## src/dbg_pkg.sv

```systemverilog
package dbg_pkg;

    // debug module interface
    localparam int ABITS = 7;

    typedef logic [ABITS-1:0] dmaddr_t;
    typedef logic [31:0]      dmdata_t;
    typedef logic [1:0]       dmi_op_t;

    localparam dmi_op_t DMI_NOP   = 2'd0;
    localparam dmi_op_t DMI_READ  = 2'd1;
    localparam dmi_op_t DMI_WRITE = 2'd2;

    // address, data, op
    localparam int W_DMI = ABITS + 34;

    typedef logic [4:0] ir_t;

    localparam ir_t IR_IDCODE = 5'h01;
    localparam ir_t IR_DTMCS  = 5'h10;
    localparam ir_t IR_DMI    = 5'h11;
    localparam ir_t IR_BYPASS = 5'h1f;

    // system bus
    typedef logic [31:0] addr_t;
    typedef logic [31:0] data_t;

    localparam dmaddr_t A_DMCONTROL  = 7'h10;
    localparam dmaddr_t A_DMSTATUS   = 7'h11;
    localparam dmaddr_t A_SBCS       = 7'h38;
    localparam dmaddr_t A_SBADDRESS0 = 7'h39;
    localparam dmaddr_t A_SBDATA0    = 7'h3c;

    typedef enum logic [3:0] {
        TEST_LOGIC_RESET, RUN_TEST_IDLE,
        SELECT_DR, CAPTURE_DR, SHIFT_DR, EXIT1_DR, PAUSE_DR, EXIT2_DR, UPDATE_DR,
        SELECT_IR, CAPTURE_IR, SHIFT_IR, EXIT1_IR, PAUSE_IR, EXIT2_IR, UPDATE_IR
    } tap_state_t;

endpackage

```

## src/jtag_dtm.sv

```systemverilog
`timescale 1ns/1ps

module jtag_dtm #(
    parameter logic [31:0] IDCODE = 32'h1d6a_0001
) (
    input  logic             clk,
    input  logic             rst,
    input  logic             tck,
    input  logic             tms,
    input  logic             tdi,
    output logic             tdo,
    output logic             dmi_req,
    output dbg_pkg::dmaddr_t dmi_addr,
    output dbg_pkg::dmi_op_t dmi_op,
    output dbg_pkg::dmdata_t dmi_wdata,
    input  dbg_pkg::dmdata_t dmi_rdata
);
    import dbg_pkg::*;

    // idle 1, dmistat 0, abits, version 1
    localparam dmdata_t DTMCS = {17'd0, 3'd1, 2'd0, 6'(ABITS), 4'd1};

    logic [2:0]       tck_sr;
    logic [1:0]       tms_sr;
    logic [1:0]       tdi_sr;
    logic             tck_rise;
    logic             tck_fall;
    tap_state_t       tap_state;
    tap_state_t       tap_next;
    ir_t              ir;
    ir_t              ir_shift;
    logic [W_DMI-1:0] dr;
    dmdata_t          dmi_result;
    logic             dmi_req_d;
    logic             dr_update;

    // two sync flops plus a third for edge detection
    always_ff @(posedge clk) begin
        tms_sr <= {tms_sr[0], tms};
        tdi_sr <= {tdi_sr[0], tdi};
        if (rst) begin
            tck_sr <= '0;
        end else begin
            tck_sr <= {tck_sr[1:0], tck};
        end
    end

    assign tck_rise = tck_sr[1] & ~tck_sr[2];
    assign tck_fall = ~tck_sr[1] & tck_sr[2];

    always_comb begin
        case (tap_state)
            TEST_LOGIC_RESET: tap_next = tms_sr[1] ? TEST_LOGIC_RESET : RUN_TEST_IDLE;
            RUN_TEST_IDLE:    tap_next = tms_sr[1] ? SELECT_DR : RUN_TEST_IDLE;
            SELECT_DR:        tap_next = tms_sr[1] ? SELECT_IR : CAPTURE_DR;
            CAPTURE_DR:       tap_next = tms_sr[1] ? EXIT1_DR : SHIFT_DR;
            SHIFT_DR:         tap_next = tms_sr[1] ? EXIT1_DR : SHIFT_DR;
            EXIT1_DR:         tap_next = tms_sr[1] ? UPDATE_DR : PAUSE_DR;
            PAUSE_DR:         tap_next = tms_sr[1] ? EXIT2_DR : PAUSE_DR;
            EXIT2_DR:         tap_next = tms_sr[1] ? UPDATE_DR : SHIFT_DR;
            UPDATE_DR:        tap_next = tms_sr[1] ? SELECT_DR : RUN_TEST_IDLE;
            SELECT_IR:        tap_next = tms_sr[1] ? TEST_LOGIC_RESET : CAPTURE_IR;
            CAPTURE_IR:       tap_next = tms_sr[1] ? EXIT1_IR : SHIFT_IR;
            SHIFT_IR:         tap_next = tms_sr[1] ? EXIT1_IR : SHIFT_IR;
            EXIT1_IR:         tap_next = tms_sr[1] ? UPDATE_IR : PAUSE_IR;
            PAUSE_IR:         tap_next = tms_sr[1] ? EXIT2_IR : PAUSE_IR;
            EXIT2_IR:         tap_next = tms_sr[1] ? UPDATE_IR : SHIFT_IR;
            default:          tap_next = tms_sr[1] ? SELECT_DR : RUN_TEST_IDLE;
        endcase
    end

    always_ff @(posedge clk) begin
        if (rst) begin
            tap_state <= TEST_LOGIC_RESET;
        end else if (tck_rise) begin
            tap_state <= tap_next;
        end
    end

    always_ff @(posedge clk) begin
        if (rst || tap_state == TEST_LOGIC_RESET) begin
            ir <= IR_IDCODE;
        end else if (tck_rise && tap_next == UPDATE_IR) begin
            ir <= ir_shift;
        end
    end

    always_ff @(posedge clk) begin
        if (tck_rise && tap_state == CAPTURE_IR) begin
            ir_shift <= ir_t'(1);
        end else if (tck_rise && tap_state == SHIFT_IR) begin
            ir_shift <= {tdi_sr[1], ir_shift[$bits(ir_t)-1:1]};
        end
    end

    // data register shifts in at the msb of the selected length
    always_ff @(posedge clk) begin
        if (tck_rise && tap_state == CAPTURE_DR) begin
            case (ir)
                IR_IDCODE: dr <= W_DMI'(IDCODE);
                IR_DTMCS:  dr <= W_DMI'(DTMCS);
                IR_DMI:    dr <= {dmi_addr, dmi_result, 2'b00};
                default:   dr <= '0;
            endcase
        end else if (tck_rise && tap_state == SHIFT_DR) begin
            case (ir)
                IR_IDCODE, IR_DTMCS: dr <= {{(W_DMI-32){1'b0}}, tdi_sr[1], dr[31:1]};
                IR_DMI:              dr <= {tdi_sr[1], dr[W_DMI-1:1]};
                default:             dr <= {{(W_DMI-1){1'b0}}, tdi_sr[1]};
            endcase
        end
    end

    assign dr_update = tck_rise && tap_next == UPDATE_DR && ir == IR_DMI &&
                       (dr[1:0] == DMI_READ || dr[1:0] == DMI_WRITE);

    always_ff @(posedge clk) begin
        if (rst) begin
            dmi_req   <= 1'b0;
            dmi_req_d <= 1'b0;
        end else begin
            dmi_req   <= dr_update;
            dmi_req_d <= dmi_req;
        end
    end

    always_ff @(posedge clk) begin
        if (dr_update) begin
            dmi_addr  <= dr[W_DMI-1:34];
            dmi_wdata <= dr[33:2];
            dmi_op    <= dr[1:0];
        end
        // response arrives one cycle after the strobe
        if (dmi_req_d) begin
            dmi_result <= dmi_rdata;
        end
    end

    always_ff @(posedge clk) begin
        if (rst) begin
            tdo <= 1'b0;
        end else if (tck_fall) begin
            tdo <= (tap_state == SHIFT_IR) ? ir_shift[0] : dr[0];
        end
    end

endmodule

```

## config.mk

```make
export PLATFORM = sky130hd
export DESIGN_NAME = jtag_dtm
export DESIGN_NICKNAME = d
export VERILOG_FILES = /design/src/dbg_pkg.sv /design/src/jtag_dtm.sv
export SDC_FILE = /design/constraint.sdc
export NUM_CORES = 1
export LEC_CHECK = 0
export BUFFER_PORTS_ARGS = -buffer_cell sky130_fd_sc_hd__buf_2
export CORE_MARGIN = 10
export CORE_UTILIZATION = 35
export DETAILED_ROUTE_END_ITERATION = 12
export PLACE_DENSITY = 0.55
export SYNTH_ARGS = -nofsm -noshare
export SYNTH_HDL_FRONTEND = slang
export SYNTH_SLANG_ARGS = --single-unit
```

## constraint.sdc

```tcl
create_clock -name clk -period 7.5 [get_ports clk]
set_input_delay 0.75 -clock clk [delete_from_list [all_inputs] [get_ports clk]]
set_output_delay 0.75 -clock clk [all_outputs]
set_load 0.01 [all_outputs]
```

==> run_results.csv <==
group,metric,value,unit
routing,antenna_left,0,
setup_path,cp_slowest_stage_delay,0.73,ns
setup_path,critPathLaunch,"tap_state[0]",
routing,via_per_inst,4.97,
clock_network,clockRootBuffer,"clkbuf_16",
outcome,status,"finished clean",
placed_design,gp_congestion,0.772,
routing,wire_per_inst,17.8,um
die,io_pins,80,
setup_path,setup.worst_path.end,"dr[31]",
routing,drt_iter0_markers,236,
synthesis,seq_area_frac_synth,76.4,%
routing,drc,0,
synthesis,synth-seq-cells,138,
synthesis,ys.flop_type,"edfxtp_1",
die,die_x,141,um
cells_and_area,synthToLayoutAreaGrowth,22.3,%
sta,final.setup.tns,0,ns
grt,antenna_found_initial,0,
setup_path,cp-end-kind,"flop",
die,start_util,35.4,%
power,p_per_area,269,mW/mm^2
hold_path,min_path_cells,0,
sta,max_slew_margin,43.6,%
sta,finalHoldViolations,0,
synthesis,synthesis.area,0.00511,mm^2
synthesis,yosys.area.top_type_share,67.0,%
routing,vias,2974,
setup_path,crit_fanout,47,
die,coreArea,0.0144,mm^2
clock_network,cts-resized-gates,0,
setup_path,path_buf_inv,1,
cells_and_area,fin_area,0.00625,mm^2
synthesis,synth_top_area_cell,"edfxtp_1",
clock_network,cts_made_buffers,17,
sta,rsz0062_at_grt,"no",
clock_network,cts_tree,"yes",
synthesis,avgSynthCellArea,16.0,um^2
setup_path,critPathKind,"flop to flop",
die,die_h,141,um
setup_path,arrival,2.74,ns
cells_and_area,drive_gt1_share,30.0,%
placed_design,portBuffers,79,
synthesis,yosysWarnings,0,
job,cap_violations,0,
sta,min_period_over_period,34.2,%
grt,grt_pass1_wl,17.0,mm
grt,overflow,0,
routing,firstDrtPassIters,5,
sta,finalSetupViolations,0,
sta,hold_ws,0.326,ns
clock_network,cts_sinks,138,
setup_path,r2r-end,"dr[31]",
setup_path,r2r-start,"tap_state[0]",
power,vdd_drop_max,0.171,mV
grt,grt_max_degree,48,
clock_network,clock_latency,0.42,ns
routing,wirelength,10.6,mm
power,total_power,0.00168,W
hold_path,worstHoldPathType,"flop to flop",
setup_path,reg2reg_slack,4.94,ns
placed_design,placed_area,0.00567,mm^2
clock_network,cts_htree_levels,4,
setup_path,cp.required,7.67,ns
power,power.leakage,2.16,nW
die,die-area,0.0198,mm^2
sta,worst_slew_pin_slew,0.846,ns
grt,grt_pass1_vias,3070,
clock_network,postCtsSetupBuffers,0,
placed_design,dp_hpwl,7.03,mm
setup_path,startpoint_type,"flop",
synthesis,synth_cell_types,47,
clock_network,cts_hold_buffers,0,
synthesis,synth_area_leaders,"edfxtp_1 67%, dfxtp_1 9.4%, a32o_1 3.5%",
synthesis,synthArstFlopShare,0,%
sta,min_period,2.56,ns
synthesis,syn-num-nets,356,
setup_path,cp.depth,5,
sta,layout_setup_ws,4.94,ns
synthesis,synth_edf_count,114,
setup_path,crit_chain,"nor2b_4 > nor4b_4 > buf_4 > nor2_2 > a32o_1",
setup_path,critPathTopFamily,"simple AND/OR/NAND/NOR gates",
setup_path,cp_slowest_cell,"dfxtp_1",
sta,fin_worst_skew,0.00491,ns
synthesis,synthCells,319,
clock_network,path_clk_slew,0.06,ns
cells_and_area,fin_nets,439,
die,rows,44,
setup_path,rr_worst_depth,5,
sta,slew_viol_final,0,
placed_design,pre_cts_slack,4.98,ns
cells_and_area,diodes,0,
grt,track_usage,11.1,%
sta,max_freq,0.390,GHz
clock_network,cts_buffer_depth,2,
-- synth_stat cells (3+ instances only) --
cell and count:
a21oi_1 12, a221oi_1 3, a32o_1 18, buf_2 5
buf_4 6, clkbuf_1 6, dfxtp_1 24, edfxtp_1 114
inv_1 6, mux2i_1 5, nand2_1 27, nand2b_1 3
nand3_1 7, nand4b_1 3, nor2_1 11, nor2b_1 9
nor3_1 7, o211ai_1 3, o21ai_0 6, o221a_1 12
-- worst register-to-register path, delay by kind of cell (launching register included) --
kind / cells / cell delay, ns
compound gates: 1 / 0.29
buf+inv: 1 / 0.47
simple gates: 3 / 0.83
flops: 1 / 0.73
-- sequential cells by signal, indices dropped and copies added (netlist names) --
register    cells
dmi_addr        7
dmi_op          2
dmi_req         1
dmi_req_d       1
dmi_result     32
dmi_wdata      32
dr             41
ir              5
ir_shift        5
tap_state       4
tck_sr          3
tdi_sr          2
tdo             1
tms_sr          2
-- layout make-up --
| cell class | count | area (um^2) |
|---|---|---|
| well taps | 184 | 230 |
| flip-flops and latches | 138 | 3900 |
| clock buffers | 19 | 433 |
| clock inverters | 12 | 149 |
| repair buffers | 83 | 425 |
| inverters | 8 | 30.0 |
| multi-input cells | 154 | 1080 |
| fillers | 1305 | 8170 |
-- worst min path at each step --
stage | startpoint | endpoint | slack (ns)
after detailed placement | tms_sr[0] | tms_sr[1] | 0.31
after floorplan | tdi_sr[0] | tdi_sr[1] | 0.31
after global routing | tms_sr[0] | tms_sr[1] | 0.34
final | tms_sr[0] | tms_sr[1] | 0.33
after global placement | tdi_sr[0] | tdi_sr[1] | 0.31
after CTS | tms_sr[0] | tms_sr[1] | 0.33
-- where the power goes --
part           internal (W)  switching (W)  leakage [nW]
combinational     0.0000121      0.0000103         0.657
clock              0.000519       0.000308         0.279
sequential         0.000825     0.00000571          1.22
-- logic make-up (layout without fill, tap and decap cells) --
| group | after synthesis | in the layout | share of synthesized area, % |
|---|---|---|---|
| AOI/OAI and AO/OA | 68 | 68 | 11.0 |
| xor gates and xnor gates | 1 | 1 | 0.171 |
| buffers and inverters | 27 | 122 | 2.72 |
| DFF | 138 | 138 | 76.4 |
| muxes | 6 | 6 | 1.20 |
| and+or+nand+nor | 79 | 79 | 8.57 |
-- per-stage QoR --
step	util (%)	instances
final	43.3	598
after detailed placement	39.3	567
after CTS	43.3	598
after global routing	43.3	598
after global placement	39.3	567
after floorplan	-	319
-- cell usage in the layout (no fill, tap or decap), types with 6 or more instances in the layout --
master | Yosys | routed
a32o_1 | 18 | 18
nor2_1 | 11 | 11
clkbuf_16 | 0 | 17
o21ai_0 | 6 | 6
o221a_1 | 12 | 12
nand3_1 | 7 | 7
nor2b_1 | 9 | 9
inv_1 | 6 | 6
nand2_1 | 27 | 27
a21oi_1 | 12 | 12
edfxtp_1 | 114 | 114
dfxtp_1 | 24 | 24
buf_2 | 5 | 79
-- routing by layer --
layer | share of wire, % | track usage (%) | wire length [um]
met1 | 46 | 14.3 | 4860
met2 | 47 | 16.3 | 4970
met3 | 5.9 | 3.90 | 630
met4 | 1.6 | 5.05 | 171
met5 | 0 | 0 | 0
Power figures use the tool's default switching activity.
