### config.mk
export PLATFORM = sky130hd
export DESIGN_NAME = dm_regs
export DESIGN_NICKNAME = d
export VERILOG_FILES = /design/src/dbg_pkg.sv /design/src/dm_regs.sv
export SDC_FILE = /design/constraint.sdc
export NUM_CORES = 1
export LEC_CHECK = 0
export BUFFER_PORTS_ARGS = -buffer_cell sky130_fd_sc_hd__buf_2
export CORE_ASPECT_RATIO = 0.75
export CORE_MARGIN = 4
export CORE_UTILIZATION = 30
export CTS_CLUSTER_DIAMETER = 60
export CTS_CLUSTER_SIZE = 20
export DETAILED_ROUTE_END_ITERATION = 10
export RECOVER_POWER = 100
export SLEW_MARGIN = 20
export SYNTH_ARGS = -nofsm -noshare
export SYNTH_HDL_FRONTEND = slang
export SYNTH_SLANG_ARGS = --single-unit
### constraint.sdc
create_clock -name clk -period 12.8 [get_ports clk]
set_input_delay 2.56 -clock clk [delete_from_list [all_inputs] [get_ports clk]]
set_output_delay 2.56 -clock clk [all_outputs]
set_load 0.02 [all_outputs]
### src/dbg_pkg.sv
package dbg_pkg;

    // debug module interface
    localparam int ABITS = 7;

    typedef logic [ABITS-1:0] dmaddr_t;
    typedef logic [31:0]      dmdata_t;
    typedef logic [1:0]       dmi_op_t;

    localparam dmi_op_t DMI_NOP   = 2'd0;
    localparam dmi_op_t DMI_READ  = 2'd1;
    localparam dmi_op_t DMI_WRITE = 2'd2;

    // address, data, op
    localparam int W_DMI = ABITS + 34;

    typedef logic [4:0] ir_t;

    localparam ir_t IR_IDCODE = 5'h01;
    localparam ir_t IR_DTMCS  = 5'h10;
    localparam ir_t IR_DMI    = 5'h11;
    localparam ir_t IR_BYPASS = 5'h1f;

    // system bus
    typedef logic [31:0] addr_t;
    typedef logic [31:0] data_t;

    localparam dmaddr_t A_DMCONTROL  = 7'h10;
    localparam dmaddr_t A_DMSTATUS   = 7'h11;
    localparam dmaddr_t A_SBCS       = 7'h38;
    localparam dmaddr_t A_SBADDRESS0 = 7'h39;
    localparam dmaddr_t A_SBDATA0    = 7'h3c;

    typedef enum logic [3:0] {
        TEST_LOGIC_RESET, RUN_TEST_IDLE,
        SELECT_DR, CAPTURE_DR, SHIFT_DR, EXIT1_DR, PAUSE_DR, EXIT2_DR, UPDATE_DR,
        SELECT_IR, CAPTURE_IR, SHIFT_IR, EXIT1_IR, PAUSE_IR, EXIT2_IR, UPDATE_IR
    } tap_state_t;

endpackage

### src/dm_regs.sv
`timescale 1ns/1ps

module dm_regs (
    input  logic             clk,
    input  logic             rst,
    input  logic             dmi_req,
    input  dbg_pkg::dmaddr_t dmi_addr,
    input  dbg_pkg::dmi_op_t dmi_op,
    input  dbg_pkg::dmdata_t dmi_wdata,
    output dbg_pkg::dmdata_t dmi_rdata,
    output logic             mem_req,
    output logic             mem_we,
    output dbg_pkg::addr_t   mem_addr,
    output dbg_pkg::data_t   mem_wdata,
    input  dbg_pkg::data_t   mem_rdata
);
    import dbg_pkg::*;

    logic        dmactive;
    logic [19:0] hartsel;
    logic        sbreadonaddr;
    logic        sbbusy;
    logic        sb_pend;
    addr_t       sbaddress0;
    data_t       sbdata0;
    dmdata_t     rdata_mux;
    logic        dmi_write;
    logic        sb_start_wr;
    logic        sb_start_rd;

    assign dmi_write   = dmi_req && dmi_op == DMI_WRITE;
    assign sb_start_wr = dmi_write && dmi_addr == A_SBDATA0;
    assign sb_start_rd = dmi_write && dmi_addr == A_SBADDRESS0 && sbreadonaddr;

    // sbcs reads sbversion 1 and sbaccess 2 (32 bit)
    always_comb begin
        case (dmi_addr)
            A_DMCONTROL:  rdata_mux = {6'd0, hartsel, 5'd0, dmactive};
            A_DMSTATUS:   rdata_mux = 32'd2;
            A_SBCS:       rdata_mux = {3'd1, 7'd0, sbbusy, sbreadonaddr, 3'd2, 17'd0};
            A_SBADDRESS0: rdata_mux = sbaddress0;
            A_SBDATA0:    rdata_mux = sbdata0;
            default:      rdata_mux = '0;
        endcase
    end

    always_ff @(posedge clk) begin
        if (dmi_req) begin
            dmi_rdata <= rdata_mux;
        end
    end

    always_ff @(posedge clk) begin
        if (rst) begin
            dmactive     <= 1'b0;
            hartsel      <= '0;
            sbreadonaddr <= 1'b0;
        end else if (dmi_write && dmi_addr == A_DMCONTROL) begin
            dmactive <= dmi_wdata[0];
            hartsel  <= dmi_wdata[25:6];
        end else if (dmi_write && dmi_addr == A_SBCS) begin
            sbreadonaddr <= dmi_wdata[20];
        end
    end

    always_ff @(posedge clk) begin
        if (dmi_write && dmi_addr == A_SBADDRESS0) begin
            sbaddress0 <= dmi_wdata;
        end
        // read data from the bus wins over a dmi write
        if (sb_pend && !mem_we) begin
            sbdata0 <= mem_rdata;
        end else if (dmi_write && dmi_addr == A_SBDATA0) begin
            sbdata0 <= dmi_wdata;
        end
    end

    // bus sequencer strobes and then waits one cycle for the memory
    always_ff @(posedge clk) begin
        if (rst) begin
            sbbusy  <= 1'b0;
            mem_req <= 1'b0;
            mem_we  <= 1'b0;
            sb_pend <= 1'b0;
        end else begin
            mem_req <= sb_start_wr || sb_start_rd;
            sb_pend <= mem_req;
            if (sb_start_wr || sb_start_rd) begin
                sbbusy <= 1'b1;
                mem_we <= sb_start_wr;
            end else if (sb_pend) begin
                sbbusy <= 1'b0;
            end
        end
    end

    assign mem_addr  = {2'b00, sbaddress0[31:2]};
    assign mem_wdata = sbdata0;

endmodule

==> metrics, run 1 <==
clk_skew=roughly 12 ps; failing checks=capacitance limit, slew limit; First DRT Iteration DRCs=202; I/O pin total=174; Critical Path AT=between 6000 and 7000 ps; Synth Flop Type=edfxtp_1; Vias=around 3600; Slew @ Worst Pin=2700 ps; Final GP Congestion=0.798; Setup crit end kind=register; Max VDD drop=0.0656 mV; Final setup viols=0; core footprint=0.0176 mm2; DR DRC count=0; Yosys reg bits=122; Synth Area in Adders=0; Synth cell types=37; largest family of logic cells by synthesized area=multiplexers; CTS tree=yes; Clock Path Buffers=2; antenna-violating nets left=0; fill cell count=1728; Setup Crit Path Kind=primary input to register; Critical Path Start Type=primary input; vias in the first global route=3747; layout cells sized above 1=0.197; R2R setup slack=9270 ps; first-pass GRT wire length=about 21000 um; final net count=602; XOR/XNOR Fraction of Synth Area=0; CTS Hold Bufs=0; unrepaired setup endpoints after global routing=false; WHS Path Cells=2; CTS Buf Count=17; synthesized area=0.00538 mm2; sequential share of the synthesized area=0.633; final WL=14400 um; Die H=124 um; clk root buf=clkbuf_16; Post-CTS Setup Bufs=0; starting density of the core=0.305; worst-path maximum fanout=34; most frequent cells in the layout=clkbuf_1, edfxtp_1, nand2b_1; Synth top area share=0.536; Synth Area in Compound Gates=0.0677; mux cell area share after synthesis=0.112; hold slack=between 400 and 500 ps; DIE AREA=0.0201 mm2; Max-Cap Viols=5; Pleak=2.19 nW; TritonCTS Sinks=122; asr flop ratio synth=0; count of input and output buffers=171; Vias/cell=between 4 and 5; DR pass1 iterations=5; H-tree levels=4; Die Span X=~160 um; synthesis warning total=0; final setup TNS=0 ps; Worst-path clk slew=50 ps; final hold viol count=0; Synth Area in Simple Gates=0.107; Req. time, crit path=12760 ps; Clk Latency, worst-skew pair=410 ps; Syn Area/Cell=about 14 um2; initial antenna violation count=3; Max Freq=0.143 GHz; commonest non-fill, non-tap cell in the layout=clkbuf_1; worst r2r path cells=3; row count=42; max_slew headroom=-0.800; period utilization=0.545; Slew Limit Fails=155; Post-synth EDFFs=96; pwr/cell area=146 mW/mm2; DP HPWL=between 9000 and 10000 um; most area-consuming cells after synthesis=edfxtp_1, dfxtp_1, mux2_2; hold crit path type=register to register; All-Layer GR Usage=0.141; Worst Slack Setup Final=5830 ps; Avg WL per Cell=~18 um; Total Power=0.000975 W; status=finished, violations left; Ant. Diodes=0; Mapped Cells=384; worst slack at placement=approximately 7600 ps; grt ovf=0; fin crit period=6970 ps; largest net degree at the start of global routing=48; post-synth top area cell=edfxtp_1; Layout area overhead=24.1%; post-CTS sizing=0
## cell families (layout without fill, tap and decap cells)
kind of cell / after synthesis / after routing
AO/OA/AOI/OAI: 39 / 39
buffers and inverters: 73 / 227
flip-flops: 122 / 122
multiplexers: 56 / 56
other: 1 / 2
AND/OR/NAND/NOR: 93 / 93
## cell type report
type / count / area [um2] / area share
clock buffer: 25 / 495 / 0.0743
clock inverter: 7 / 115 / 0.0173
inverter: 19 / 71.3 / 0.0107
multi-input combinational: 190 / 1550 / 0.232
sequential: 122 / 3400 / 0.510
tap: 242 / 303 / 0.0454
timing repair buffer: 176 / 738 / 0.111
## worst max-delay path, stage by stage
cell      delay [ps]
clkbuf_1        1550
nand3b_1         480
nor3_1           320
or2_0           1980
## flip-flops by register name, indices dropped and copies added, names as in the netlist
name,flops
dmi_rdata,32
mem_wdata,32
sbaddress0,32
hartsel,20
dmactive,1
mem_req,1
mem_we,1
sb_pend,1
sbbusy,1
sbreadonaddr,1
## power by group
group,leakage [nW],switching [W],internal [W]
combinational,0.794,0.0000268,0.0000172
sequential,1.11,0.00000169,0.000432
clock,0.295,0.000170,0.000327
total,2.19,0.000199,0.000776
## worst paths after layout
| path | endpoint | start |
|---|---|---|
| max reg2reg | mem_wdata[8] | sb_pend |
| max | mem_wdata[8] | dmi_req |
| min | hartsel[8] | hartsel[8] |
| min reg2reg | hartsel[8] | hartsel[8] |
## cell usage after synthesis, types with 2 or more instances
master	n
buf_6	2
buf_2	6
nor4_1	2
nand3b_1	2
nand2b_1	44
nand2_1	2
a22o_1	10
nor2b_1	5
a221o_1	20
clkbuf_1	11
nor3_4	2
inv_1	19
mux2i_1	24
buf_4	35
nand4b_1	2
mux2_2	32
dfxtp_1	26
edfxtp_1	96
nor2_1	4
nor3_1	22
or2_2	2
## stage by stage
step | utilization | std cells | instance area (um2)
after floorplan | - | 385 | 5380
after global placement | 0.354 | 748 | 6230
after detailed placement | 0.354 | 748 | 6230
after CTS | 0.389 | 780 | 6840
after global routing | 0.379 | 781 | 6670
final | 0.379 | 781 | 6670
## routing by layer
| metal | GRT usage | share of wire | up-vias |
|---|---|---|---|
| met5 | 0 | 0.0024 | - |
| met4 | 0.0314 | 0.0045 | 6 |
| met3 | 0.0572 | 0.10 | 12 |
| met2 | 0.216 | 0.43 | 169 |
| met1 | 0.189 | 0.46 | 1780 |
| li1 | - | - | 1670 |
Note: power is estimated with default switching activity, not from simulation.
==> run 2, diff against run 1 <==
ABC_AREA = 1   (was not set)
clock period = 7.1 ns   (was 12.8 ns; I/O delays follow)
==> metrics, run 2 <==
grt ovf=0 (unchanged); max_slew headroom=-0.441 (was -0.800); row count=41 (was 42); fin crit period=5010 ps; DR DRC count=0 (unchanged); Die Span X=161 um (was 163 um); Yosys reg bits=122 (unchanged); antenna-violating nets left=0 (unchanged); Layout area overhead=21.7% (was 24.1%); worst-path maximum fanout=33 (was 34); Clock Path Buffers=2 (unchanged); All-Layer GR Usage=0.140 (was 0.141); CTS Buf Count=17 (unchanged); Max VDD drop=0.123 mV (was 0.0656 mV); Die H=123 um (was 124 um); Worst-path clk slew=50 ps (about the same); unrepaired setup endpoints after global routing=false (unchanged); DIE AREA=0.0198 mm2 (was 0.0201 mm2); starting density of the core=0.310 (was 0.305); synth cell count leaders=nand2_1, edfxtp_1, nand3_1 (was edfxtp_1, nand2b_1, buf_4); Worst Hold End=sb_pend (was hartsel[8]); core footprint=0.0170 mm2 (was 0.0176 mm2); most frequent cell after synthesis=nand2_1 (was edfxtp_1); post-CTS sizing=0 (unchanged); Synth Flop Type=edfxtp_1 (unchanged); R2R setup slack=4330 ps (was 9270 ps); worst r2r src=mem_we (was sb_pend); worst r2r path cells=3 (unchanged); HP Start=mem_req (was hartsel[8]); hold slack=447 ps (was 472 ps); largest net degree at the start of global routing=44 (was 48); failing checks=capacitance limit, slew limit (unchanged); Syn Area/Cell=12.1 um2 (was 14.0 um2); Slew @ Worst Pin=2160 ps (was 2700 ps); Area after DPL=0.00605 mm2 (was 0.00623 mm2); Max-Cap Viols=3 (was 5); vias in the first global route=3706 (was 3747); Slew Limit Fails=79 (was 155); Critical Path Start Type=primary input (unchanged); Critical Path AT=5080 ps (was 6930 ps); Pleak=2.31 nW (was 2.19 nW); status=finished, violations left (unchanged); post-synth top area cell=edfxtp_1 (unchanged); synthesized area=0.00528 mm2 (was 0.00538 mm2); post-route cell area=0.00642 mm2 (was 0.00667 mm2); DR pass1 iterations=7 (was 5); TritonCTS Sinks=122 (unchanged); final WL=13800 um (was 14400 um); layout cells sized above 1=0.141 (was 0.197); Req. time, crit path=7170 ps (was 12760 ps); Post-synth EDFFs=96 (unchanged); clk root buf=clkbuf_16 (unchanged); Vias=3678 (was 3637); Post-CTS Setup Bufs=0 (unchanged); Mapped Cells=437 (was 384); final setup TNS=0 ps (unchanged); DP HPWL=9270 um (was 9860 um); hold crit path type=register to register (unchanged); H-tree levels=4 (unchanged); synthesis warning total=0 (unchanged); Setup Crit Path Kind=primary input to register (unchanged); Vias/cell=4.45 (was 4.66); period utilization=0.706; placed cells=794 (was 748); CTS Hold Bufs=0 (unchanged); Final setup viols=0 (unchanged); fill cell count=1743 (was 1728); Reg-to-Reg End=mem_wdata[31] (was mem_wdata[8]); I/O pin total=174 (unchanged); pwr/cell area=278 mW/mm2 (was 146 mW/mm2); Final GP Congestion=0.743 (was 0.798); First DRT Iteration DRCs=272 (was 202); Non-Filler Instances=826 (was 781); most frequent cells in the layout=nand2_1, clkbuf_1, edfxtp_1 (was clkbuf_1, edfxtp_1, nand2b_1); clk_skew=12.0 ps (was 11.8 ps); most area-consuming cells after synthesis=edfxtp_1, dfxtp_1, nand2_1 (was edfxtp_1, dfxtp_1, mux2_2); CTS tree=yes (unchanged); Avg WL per Cell=16.7 um (was 18.5 um); final hold viol count=0 (unchanged); Max Freq=about 0.20 GHz; initial antenna violation count=1 (was 3); Clk Latency, worst-skew pair=420 ps (was 410 ps); count of input and output buffers=171 (unchanged); Synth cell types=22 (was 37); final net count=653 (was 602); Setup crit end kind=register (unchanged); sequential share of the synthesized area=0.645 (was 0.633); first-pass GRT wire length=20700 um (was 21400 um); WHS Path Cells=2 (unchanged); asr flop ratio synth=0 (unchanged); Synth top area share=0.546 (was 0.536)
==> run 2: cell types whose count changed after synthesis, sizes merged, moves of 20 or more <==
cell | previous run | this run
nand2 | 2 | 132
a21oi | 1 | 23
nand2b | 44 | 0
mux2i | 24 | 0
nor3 | 24 | 1
a221o | 20 | 0
nand3 | 1 | 45
==> run 2: how the worst max path moves through the flow <==
stage                     start              to  slack, ps  depth (start not counted)
finish                  dmi_req  sbaddress0[17]       2090                          4
global route            dmi_req  sbaddress0[24]       1680                          4
CTS                     dmi_req   mem_wdata[11]       3160                          5
detailed placement      dmi_req    mem_wdata[8]       2710                          5
global placement        dmi_req    mem_wdata[9]       2850                          5
floorplan           dmi_addr[1]   sbaddress0[0]       2690                          5
==> run 2: power breakdown <==
| group | switching [W] | internal, W | leakage, nW |
|---|---|---|---|
| logic | 0.0000412 | 0.0000221 | 0.880 |
| clock network | 0.000295 | 0.000645 | 0.315 |
| registers | 0.00000249 | 0.000777 | 1.12 |
==> run 2: layout make-up <==
| type | instances | area [um2] | share of cell area |
|---|---|---|---|
| antenna | 1 | 2.50 | 0.000389 |
| sequential | 122 | 3400 | 0.530 |
| clock buffer | 22 | 474 | 0.0738 |
| timing repair buffer | 174 | 714 | 0.111 |
| inverter | 10 | 37.5 | 0.00584 |
| tap | 236 | 295 | 0.0460 |
| clock inverter | 9 | 168 | 0.0261 |
| multi-input combinational | 252 | 1330 | 0.207 |
==> run 2: kinds of logic after synthesis <==
family,synth area share
mux,0.0889
flops,0.645
other cells,0.000710
simple gates,0.158
compound gates,0.0232
buf+inv,0.0846
==> run 2: worst max-delay path, stage by stage <==
cell and delay (ps):
clkbuf_1 1460, nand2_1 330, nor3_1 1320, buf_4 520
==> run 2: per-layer routing <==
metal	wire, um	share of wire	track usage	vias up
met4	172	0.012	0.0565	0
li1	-	-	-	1758
met5	0	0	0	-
met2	6290	0.46	0.215	149
met3	1070	0.078	0.0567	24
met1	6250	0.45	0.177	1747
==> run 2: per-stage QoR <==
stage | setup WS [ps] | utilization | total power, W
2_1_floorplan | 2690 | - | 0.000828
3_3_place_gp | 2850 | 0.355 | 0.000867
3_5_place_dp | 2710 | 0.355 | 0.000869
4_1_cts | 3160 | 0.393 | 0.00182
5_1_grt | 1680 | 0.377 | 0.00185
6_report | 2090 | 0.377 | 0.00178
